==> config.mk <==
export PLATFORM = sky130hd
export DESIGN_NAME = dispatch_top
export DESIGN_NICKNAME = d
export VERILOG_FILES = /design/src/verilog/pip_types_pkg.sv /design/src/verilog/dispatch_top.sv /design/src/verilog/iq.sv /design/src/verilog/rob_alloc.sv /design/src/verilog/id.sv /design/src/verilog/idec.sv
export SDC_FILE = /design/constraint.sdc
export NUM_CORES = 2
export LEC_CHECK = 0
export ABC_CLOCK_PERIOD_IN_PS = 22700
export BUFFER_PORTS_ARGS = -buffer_cell sky130_fd_sc_hd__clkbuf_2
export CAP_MARGIN = 20
export CORE_MARGIN = 2
export CORE_UTILIZATION = 50
export CTS_CLUSTER_SIZE = 40
export DETAILED_ROUTE_END_ITERATION = 7
export PLACE_DENSITY = 0.68
export SLEW_MARGIN = 20
export SYNTH_ARGS = -nofsm -noshare
export SYNTH_HDL_FRONTEND = slang
export SYNTH_HIERARCHICAL = 1
export SYNTH_SLANG_ARGS = --single-unit
==> constraint.sdc <==
create_clock -name clk -period 22.7 [get_ports clk]
set_input_delay 4.54 -clock clk [delete_from_list [all_inputs] [get_ports clk]]
set_output_delay 4.54 -clock clk [all_outputs]
set_load 0.01 [all_outputs]
==> src/verilog/pip_types_pkg.sv <==
package pip_types_pkg;

  // ~~~~~~~~~~~~~~~~~~~~~~~~~~~~~~~~~~~~~~~~~~~~~~~~~~~~~~~~~~~~
  // sizing.
  // ~~~~~~~~~~~~~~~~~~~~~~~~~~~~~~~~~~~~~~~~~~~~~~~~~~~~~~~~~~~~
  localparam int rob_depth_log2 = 4;
  // full above this, so a whole bundle still fits.
  localparam int rob_full_limit = 12;
  localparam int iq_depth       = 8;
  localparam int iq_ptr_w       = $clog2(iq_depth);
  localparam int lanes          = 4;

  // rv32i major opcodes.
  localparam logic [6:0] opc_op     = 7'b0110011;
  localparam logic [6:0] opc_op_imm = 7'b0010011;
  localparam logic [6:0] opc_load   = 7'b0000011;
  localparam logic [6:0] opc_store  = 7'b0100011;
  localparam logic [6:0] opc_branch = 7'b1100011;
  localparam logic [6:0] opc_jal    = 7'b1101111;
  localparam logic [6:0] opc_jalr   = 7'b1100111;
  localparam logic [6:0] opc_lui    = 7'b0110111;
  localparam logic [6:0] opc_auipc  = 7'b0010111;

  typedef logic [rob_depth_log2-1:0] rob_slot_t;

  typedef enum logic [2:0] {
    alu_reg,
    alu_imm,
    load,
    store,
    branch,
    jump,
    upper,
    illegal
  } op_class_t;

  // ~~~~~~~~~~~~~~~~~~~~~~~~~~~~~~~~~~~~~~~~~~~~~~~~~~~~~~~~~~~~
  // one view of the instruction word per encoding.
  // ~~~~~~~~~~~~~~~~~~~~~~~~~~~~~~~~~~~~~~~~~~~~~~~~~~~~~~~~~~~~
  typedef union packed {
    struct packed {
      logic [6:0] funct7;
      logic [4:0] rs2;
      logic [4:0] rs1;
      logic [2:0] funct3;
      logic [4:0] rd;
      logic [6:0] opcode;
    } r_fmt;
    struct packed {
      logic [11:0] imm_11_0;
      logic [4:0]  rs1;
      logic [2:0]  funct3;
      logic [4:0]  rd;
      logic [6:0]  opcode;
    } i_fmt;
    struct packed {
      logic [6:0] imm_11_5;
      logic [4:0] rs2;
      logic [4:0] rs1;
      logic [2:0] funct3;
      logic [4:0] imm_4_0;
      logic [6:0] opcode;
    } s_fmt;
    struct packed {
      logic       imm_12;
      logic [5:0] imm_10_5;
      logic [4:0] rs2;
      logic [4:0] rs1;
      logic [2:0] funct3;
      logic [3:0] imm_4_1;
      logic       imm_11;
      logic [6:0] opcode;
    } b_fmt;
    struct packed {
      logic [19:0] imm_31_12;
      logic [4:0]  rd;
      logic [6:0]  opcode;
    } u_fmt;
    struct packed {
      logic       imm_20;
      logic [9:0] imm_10_1;
      logic       imm_11;
      logic [7:0] imm_19_12;
      logic [4:0] rd;
      logic [6:0] opcode;
    } j_fmt;
  } inst_fmt_u;

  typedef struct packed {
    logic [31:0] pc;
    op_class_t   op_class;
    logic [4:0]  rd;
    logic [4:0]  rs1;
    logic [4:0]  rs2;
    logic        dest_reg_valid;
    logic [31:0] imm;
    logic [2:0]  funct3;
  } dec_inst_t;

  typedef struct packed {
    rob_slot_t rob_slot;
    dec_inst_t dec_inst;
  } iq_entry_t;

  typedef struct packed {
    inst_fmt_u [lanes-1:0]       word;
    logic [lanes-1:0][31:0]      pc;
    logic [lanes-1:0]            valid;
  } fetch_bundle_t;

endpackage
==> src/verilog/dispatch_top.sv <==
`timescale 1ns/100ps

module dispatch_top
  import pip_types_pkg::*;
(
  input  logic          clk,
  input  logic          rst,
  input  fetch_bundle_t fetch_bundle,
  input  logic          fetch_valid,
  output logic          fetch_ready,
  input  logic          commit,
  output logic          issue_valid,
  input  logic          issue_ready,
  output iq_entry_t     issue_entry
);

  logic                  stall;
  logic                  reserve;
  logic [1:0]            reserve_count;
  rob_slot_t [lanes-1:0] reserved_slots;
  logic                  rob_full;
  logic                  ins_enable;
  logic [1:0]            new_count;
  iq_entry_t [lanes-1:0] new_elements;
  logic                  iq_full;

  assign fetch_ready = ~stall;

  id i_id (
    .bundle         (fetch_bundle),
    .bundle_valid   (fetch_valid),
    .stall          (stall),
    .reserve        (reserve),
    .reserve_count  (reserve_count),
    .reserved_slots (reserved_slots),
    .rob_full       (rob_full),
    .ins_enable     (ins_enable),
    .new_count      (new_count),
    .new_elements   (new_elements),
    .iq_full        (iq_full)
  );

  rob_alloc i_rob_alloc (
    .clk            (clk),
    .rst            (rst),
    .reserve        (reserve),
    .reserve_count  (reserve_count),
    .commit         (commit),
    .reserved_slots (reserved_slots),
    .rob_full       (rob_full)
  );

  iq i_iq (
    .clk            (clk),
    .rst            (rst),
    .ins_enable     (ins_enable),
    .new_count      (new_count),
    .new_elements   (new_elements),
    .issue_ready    (issue_ready),
    .iq_full        (iq_full),
    .issue_valid    (issue_valid),
    .issue_entry    (issue_entry)
  );

endmodule

==> src/verilog/iq.sv <==
`timescale 1ns/100ps

module iq
  import pip_types_pkg::*;
(
  input  logic                  clk,
  input  logic                  rst,
  input  logic                  ins_enable,
  input  logic [1:0]            new_count,
  input  iq_entry_t [lanes-1:0] new_elements,
  input  logic                  issue_ready,
  output logic                  iq_full,
  output logic                  issue_valid,
  output iq_entry_t             issue_entry
);

  typedef logic [iq_ptr_w-1:0] iq_ptr_t;

  iq_entry_t           mem [iq_depth];
  iq_ptr_t             head;
  iq_ptr_t             tail;
  logic [iq_ptr_w:0]   count;
  logic [iq_ptr_w:0]   ins_num;
  logic                issue_fire;

  // head entry is always on the issue port.
  assign issue_valid = count != '0;
  assign issue_entry = mem[head];
  assign issue_fire  = issue_valid & issue_ready;

  // needs room for a whole bundle.
  assign iq_full     = (iq_depth - count) < lanes;

  assign ins_num     = ins_enable ? (iq_ptr_w + 1)'(new_count) + 1'b1 : '0;

  // ~~~~~~~~~~~~~~~~~~~~~~~~~~~~~~~~~~~~~~~~~~~~~~~~~~~~~~~~~~~~
  // storage.
  // ~~~~~~~~~~~~~~~~~~~~~~~~~~~~~~~~~~~~~~~~~~~~~~~~~~~~~~~~~~~~
  always_ff @(posedge clk) begin
    if (ins_enable) begin
      for (int k = 0; k < lanes; k++) begin
        if (k <= new_count) begin
          mem[iq_ptr_t'(tail + iq_ptr_t'(k))] <= new_elements[k];
        end
      end
    end
  end

  // ~~~~~~~~~~~~~~~~~~~~~~~~~~~~~~~~~~~~~~~~~~~~~~~~~~~~~~~~~~~~
  // pointers and count.
  // ~~~~~~~~~~~~~~~~~~~~~~~~~~~~~~~~~~~~~~~~~~~~~~~~~~~~~~~~~~~~
  always_ff @(posedge clk) begin
    if (rst) begin
      head  <= '0;
      tail  <= '0;
      count <= '0;
    end else begin
      if (ins_enable) begin
        tail <= iq_ptr_t'(tail + ins_num);
      end
      if (issue_fire) begin
        head <= iq_ptr_t'(head + 1'b1);
      end
      count <= count + ins_num - (issue_fire ? 1'b1 : 1'b0);
    end
  end

endmodule

==> src/verilog/rob_alloc.sv <==
`timescale 1ns/100ps

module rob_alloc
  import pip_types_pkg::*;
(
  input  logic                  clk,
  input  logic                  rst,
  input  logic                  reserve,
  input  logic [1:0]            reserve_count,
  input  logic                  commit,
  output rob_slot_t [lanes-1:0] reserved_slots,
  output logic                  rob_full
);

  rob_slot_t                 tail;
  logic [rob_depth_log2:0]   occupancy;
  logic [rob_depth_log2:0]   occupancy_next;
  logic [rob_depth_log2:0]   add_count;
  logic                      commit_eff;

  // consecutive slots from the tail wrap modulo the rob size.
  always_comb begin
    for (int k = 0; k < lanes; k++) begin
      reserved_slots[k] = rob_slot_t'(tail + rob_slot_t'(k));
    end
  end

  assign commit_eff     = commit && (occupancy != '0);
  assign add_count      = reserve ? (rob_depth_log2 + 1)'(reserve_count) + 1'b1 : '0;
  assign occupancy_next = occupancy + add_count - (commit_eff ? 1'b1 : 1'b0);

  always_ff @(posedge clk) begin
    if (rst) begin
      tail      <= '0;
      occupancy <= '0;
      rob_full  <= 1'b0;
    end else begin
      if (reserve) begin
        tail <= rob_slot_t'(tail + rob_slot_t'(reserve_count) + 1'b1);
      end
      occupancy <= occupancy_next;
      rob_full  <= occupancy_next > rob_full_limit;
    end
  end

endmodule

==> src/verilog/id.sv <==
`timescale 1ns/100ps

module id
  import pip_types_pkg::*;
(
  input  fetch_bundle_t               bundle,
  input  logic                        bundle_valid,
  output logic                        stall,

  // rob reservation.
  output logic                        reserve,
  output logic [1:0]                  reserve_count,
  input  rob_slot_t [lanes-1:0]       reserved_slots,
  input  logic                        rob_full,

  // issue queue write.
  output logic                        ins_enable,
  output logic [1:0]                  new_count,
  output iq_entry_t [lanes-1:0]       new_elements,
  input  logic                        iq_full
);

  dec_inst_t [lanes-1:0] dec_inst;
  logic [2:0]            valid_count;
  logic                  any_valid;

  // ~~~~~~~~~~~~~~~~~~~~~~~~~~~~~~~~~~~~~~~~~~~~~~~~~~~~~~~~~~~~
  // one decoder per lane.
  // ~~~~~~~~~~~~~~~~~~~~~~~~~~~~~~~~~~~~~~~~~~~~~~~~~~~~~~~~~~~~
  for (genvar g = 0; g < lanes; g++) begin : g_dec
    idec i_idec (
      .pc        (bundle.pc[g]),
      .inst_word (bundle.word[g]),
      .di        (dec_inst[g])
    );
  end

  // ~~~~~~~~~~~~~~~~~~~~~~~~~~~~~~~~~~~~~~~~~~~~~~~~~~~~~~~~~~~~
  // compaction toward lane 0.
  // ~~~~~~~~~~~~~~~~~~~~~~~~~~~~~~~~~~~~~~~~~~~~~~~~~~~~~~~~~~~~
  always_comb begin
    for (int k = 0; k < lanes; k++) begin
      new_elements[k].rob_slot = reserved_slots[k];
      new_elements[k].dec_inst = '0;
    end

    // running count doubles as the next free output lane.
    valid_count = 3'd0;
    for (int i = 0; i < lanes; i++) begin
      if (bundle.valid[i]) begin
        new_elements[valid_count[1:0]].dec_inst = dec_inst[i];
        valid_count = valid_count + 3'd1;
      end
    end
  end

  assign any_valid     = |bundle.valid;

  // count minus one; wraps for an empty bundle but is then unused.
  assign reserve_count = 2'(valid_count - 3'd1);
  assign new_count     = reserve_count;

  assign stall         = rob_full | iq_full;
  assign reserve       = ~stall & bundle_valid & any_valid;
  assign ins_enable    = reserve;

endmodule

==> src/verilog/idec.sv <==
`timescale 1ns/100ps

module idec
  import pip_types_pkg::*;
(
  input  logic [31:0] pc,
  input  inst_fmt_u   inst_word,
  output dec_inst_t   di
);

  logic writes_rd;

  always_comb begin
    di.pc       = pc;
    di.op_class = illegal;
    // register fields sit at the same place in every format.
    di.rd       = inst_word.r_fmt.rd;
    di.rs1      = inst_word.r_fmt.rs1;
    di.rs2      = inst_word.r_fmt.rs2;
    di.funct3   = inst_word.r_fmt.funct3;
    di.imm      = '0;
    writes_rd   = 1'b0;

    case (inst_word.r_fmt.opcode)
      opc_op: begin
        di.op_class = alu_reg;
        writes_rd   = 1'b1;
      end
      opc_op_imm: begin
        di.op_class = alu_imm;
        di.imm      = {{20{inst_word.i_fmt.imm_11_0[11]}}, inst_word.i_fmt.imm_11_0};
        writes_rd   = 1'b1;
      end
      opc_load: begin
        di.op_class = load;
        di.imm      = {{20{inst_word.i_fmt.imm_11_0[11]}}, inst_word.i_fmt.imm_11_0};
        writes_rd   = 1'b1;
      end
      opc_store: begin
        di.op_class = store;
        di.imm      = {{20{inst_word.s_fmt.imm_11_5[6]}},
                       inst_word.s_fmt.imm_11_5,
                       inst_word.s_fmt.imm_4_0};
      end
      opc_branch: begin
        di.op_class = branch;
        di.imm      = {{19{inst_word.b_fmt.imm_12}},
                       inst_word.b_fmt.imm_12,
                       inst_word.b_fmt.imm_11,
                       inst_word.b_fmt.imm_10_5,
                       inst_word.b_fmt.imm_4_1,
                       1'b0};
      end
      opc_jal: begin
        di.op_class = jump;
        di.imm      = {{11{inst_word.j_fmt.imm_20}},
                       inst_word.j_fmt.imm_20,
                       inst_word.j_fmt.imm_19_12,
                       inst_word.j_fmt.imm_11,
                       inst_word.j_fmt.imm_10_1,
                       1'b0};
        writes_rd   = 1'b1;
      end
      // jalr uses the i-type layout.
      opc_jalr: begin
        di.op_class = jump;
        di.imm      = {{20{inst_word.i_fmt.imm_11_0[11]}}, inst_word.i_fmt.imm_11_0};
        writes_rd   = 1'b1;
      end
      opc_lui, opc_auipc: begin
        di.op_class = upper;
        di.imm      = {inst_word.u_fmt.imm_31_12, 12'b0};
        writes_rd   = 1'b1;
      end
      default: begin
        di.op_class = illegal;
      end
    endcase

    // x0 is never a real destination.
    di.dest_reg_valid = writes_rd && (inst_word.r_fmt.rd != 5'd0);
  end

endmodule

==> reports/qor.txt <==
Async SR Flop Fraction - 0%
yosys warns - 6
violated checks - design-rule violations
CTS sink count - 743
Post-Syn Nets - 6119
# setup viols final - 0
FF+latch count, synth - 743
Synth Flop Type - edfxtp_1
share of layout cells above drive strength 1 - 20.1%
largest net degree at the start of global routing - 122
die footprint - 121000 µm²
number of global-route vias before repair - 51800
P_leak - 27.9 nW
CTS tree - yes
postcts setup bufs - 0
Max VDD drop - 0.0835 mV
slew of the pin with the lowest slew margin - 1.31 ns
# rows - 126
cts hold-fix bufs - 0
Nets - 5550
Final min period - 11.65 ns
Residual DRC - 5
routed vias - 54400
CP startpoint kind - input port
Clk pwr share - 27.0%
clk_skew - 0.0646 ns
Flop pwr share - 35.0%
H-tree lvl count - 3
Synth Cell Area - 59000 µm²
P_int - 3.48 mW
Mean Syn Cell Area - 10.1 µm²
CTS Buf Count - 89
fmax - 85.8 MHz
Seq/Total Area, Yosys - 37.4%
status - finished with violations
Filler cells - 10300
largest buffer count on any clock path - 3
cell count of the worst reg-to-reg path - 12
Initial Util - 50.2%
drt wl/cell - 37.1 µm
final WL - 255000 µm
slack of the worst reg-to-reg path - 16.93 ns
Yosys cell types - 73
clk root buf - clkbuf_16
fraction of power spent switching nets - 36.8%
clock latency reported for the late side of the worst-skew pair - 0.73 ns
P per Cell Area - 89.6 nW/µm²
CP arrival - 11.95 ns
r2r endpoint - i_iq/mem[1][9]$_DFFE_PP_
Reg area - 22100 µm²
critical path class - in -> reg
Finished Layout Cells - 6867
clock transition at the registers of the reported paths - 0.06 ns
CP Capture Type - flip-flop
I/O Buffers - 356
number of max-cap violations - 0
commonest non-fill, non-tap cell in the layout - mux2i_1
RSZ-0062 raised after global routing - no
Comb power frac - 38.0%
hold worst-path end - i_iq/head[1]$_SDFFE_PP0P_
HPWL after detailed placement - 145000 µm
Hold Path Origin - i_iq/head[1]$_SDFFE_PP0P_
Syn Inst Count - 5821
core area - 118000 µm²
most frequent cells in the layout - mux2i_1 (865), edfxtp_1 (720), o22ai_1 (719)
GRT Total Usage - 40.4%
Syn-to-layout area delta - 4.30%
Die Ht - 348 µm
number of placed instances, taps included - 6695
number of flops mapped to enable cells by yosys - 720
Post-DRT Antenna Nets - 0
final worst path period share - 51.3%
final number of max-transition violations - 0
multi-input logic area - 31400 µm²
GP Congestion - 0.968
grt ovf - 0
antenna violations before repair - 19
first-pass GRT wire length - 361000 µm
Fin. Hold Viols - 0
cts repair resizes - 0
Pre-Repair DR Iteration Count - 8
Post-Route Setup TNS - 0 ns
Critical Path RT - 23.00 ns
Die Wd - 348 µm
Slew Limit Headroom - 10.3%
hold-critical path depth - 2
routed vias/inst - 7.92
Hold WC Path Type - reg -> reg
Net Switching - 2.03 mW
IO Pins - 357
Critical Path Fanout Max - 80
initial drt markers - 11200
reg-to-reg startpoint - i_iq/count[1]$_SDFF_PP0_
==> synth_stat cells (12+ instances only) <==
master / number / area (µm²)
xor2_1: 13 / 114
nand3_1: 104 / 521
and3_1: 93 / 582
nor2b_1: 16 / 100
clkbuf_1: 344 / 1290
buf_6: 12 / 135
buf_4: 243 / 1820
o22ai_1: 719 / 4500
mux2_2: 184 / 2070
nor2_1: 48 / 180
a22oi_1: 86 / 646
a2bb2oi_1: 86 / 753
nand3b_1: 88 / 661
mux2i_1: 865 / 8660
nor2_2: 12 / 75.1
nand2_1: 109 / 409
ha_1: 29 / 363
a21oi_1: 709 / 3550
inv_1: 118 / 443
a22o_1: 102 / 893
edfxtp_1: 720 / 21600
buf_1: 356 / 1340
mux4_2: 180 / 4050
buf_2: 171 / 856
xnor2_1: 14 / 123
dfxtp_1: 23 / 460
a21o_1: 81 / 608
and2_1: 33 / 206
a21oi_2: 13 / 114
a31oi_1: 113 / 707
==> per-stage QoR <==
step                      cell area [µm²]  util (%)  hold slack [ns]  total power, mW  setup slack (ns)
after floorplan                     59000         -            0.456             3.34              4.77
final                               61600      52.4            0.496             5.52             11.05
after global routing                61600      52.4            0.537             5.64             11.06
after detailed placement            58600      49.8            0.485             3.96             10.85
after CTS                           61500      52.3            0.494             5.42             11.50
after global placement              58500      49.7            0.462             3.92             11.02
==> critical path: stages <==
cell	delay [ns]
buf_4	0.57
inv_1	0.32
ha_4	0.41
buf_4	0.46
nor3_1	0.36
a211oi_1	0.08
o21ai_0	0.81
ha_1	0.43
nor2b_1	0.46
nand4_1	0.71
buf_12	0.57
and2_4	0.43
o211ai_1	0.22
buf_4	0.51
buf_4	0.86
==> power groups by stage <==
stage	registers (mW)	clock network, mW	logic, mW
after CTS	1.93	1.48	2.01
final	1.93	1.49	2.09
after detailed placement	1.96	0	2.00
after floorplan	1.95	0	1.39
after global placement	1.95	0	1.97
after global routing	1.95	1.54	2.16
==> routing by layer <==
layer,track usage [%],up-vias,routed length [µm]
li1,-,21200,-
met4,23.1,40,17300
met2,55.4,5917,102000
met5,3.76,-,804
met3,18.8,1383,48500
met1,51.6,25900,86700
==> kinds of logic (layout without fill, tap and decap cells) <==
family / Yosys count / count (layout) / synth area share [%]
AOI/OAI and AO/OA: 1965 / 1965 / 20.7
buffers and inverters: 1245 / 750 / 9.98
muxes: 1229 / 1229 / 25.0
DFF: 743 / 743 / 37.4
and+or+nand+nor: 579 / 579 / 5.70
adders and majority gates: 33 / 33 / 0.750
xor gates and xnor gates: 27 / 27 / 0.401
other: 0 / 5 / 0
==> cell type report <==
class | count | area share (%)
Inverter | 118 | 0.719
Sequential cell | 743 | 35.9
Timing Repair Buffer | 467 | 4.48
Clock inverter | 47 | 0.827
Tap cell | 1536 | 3.12
Antenna cell | 5 | 0.0203
Clock buffer | 118 | 3.95
Multi-Input combinational cell | 3833 | 51.0
==> state kept, by name (all words and copies together) (netlist names), named ones only <==
| signal | count |
|---|---|
| i_rob_alloc/tail | 4 |
| i_iq/head | 3 |
| i_iq/mem | 720 |
| i_iq/tail | 3 |
| i_rob_alloc/occupancy | 5 |
| i_iq/count | 4 |
| i_rob_alloc/rob_full | 1 |
==> worst max-delay path by stage <==
stage                          from                         to  slack, ns  depth (start not counted)
finish              fetch_bundle[1]   i_iq/mem[2][9]$_DFFE_PP_      11.05                         15
global route        fetch_bundle[1]  i_iq/mem[2][10]$_DFFE_PP_      11.06                         15
CTS                 fetch_bundle[1]  i_iq/mem[2][11]$_DFFE_PP_      11.50                         15
detailed placement  fetch_bundle[1]  i_iq/mem[2][11]$_DFFE_PP_      10.85                         15
global placement    fetch_bundle[1]  i_iq/mem[2][13]$_DFFE_PP_      11.02                         15
floorplan           fetch_bundle[1]   i_iq/mem[0][0]$_DFFE_PP_       4.77                         14
Note: power is estimated with default switching activity, not from simulation.
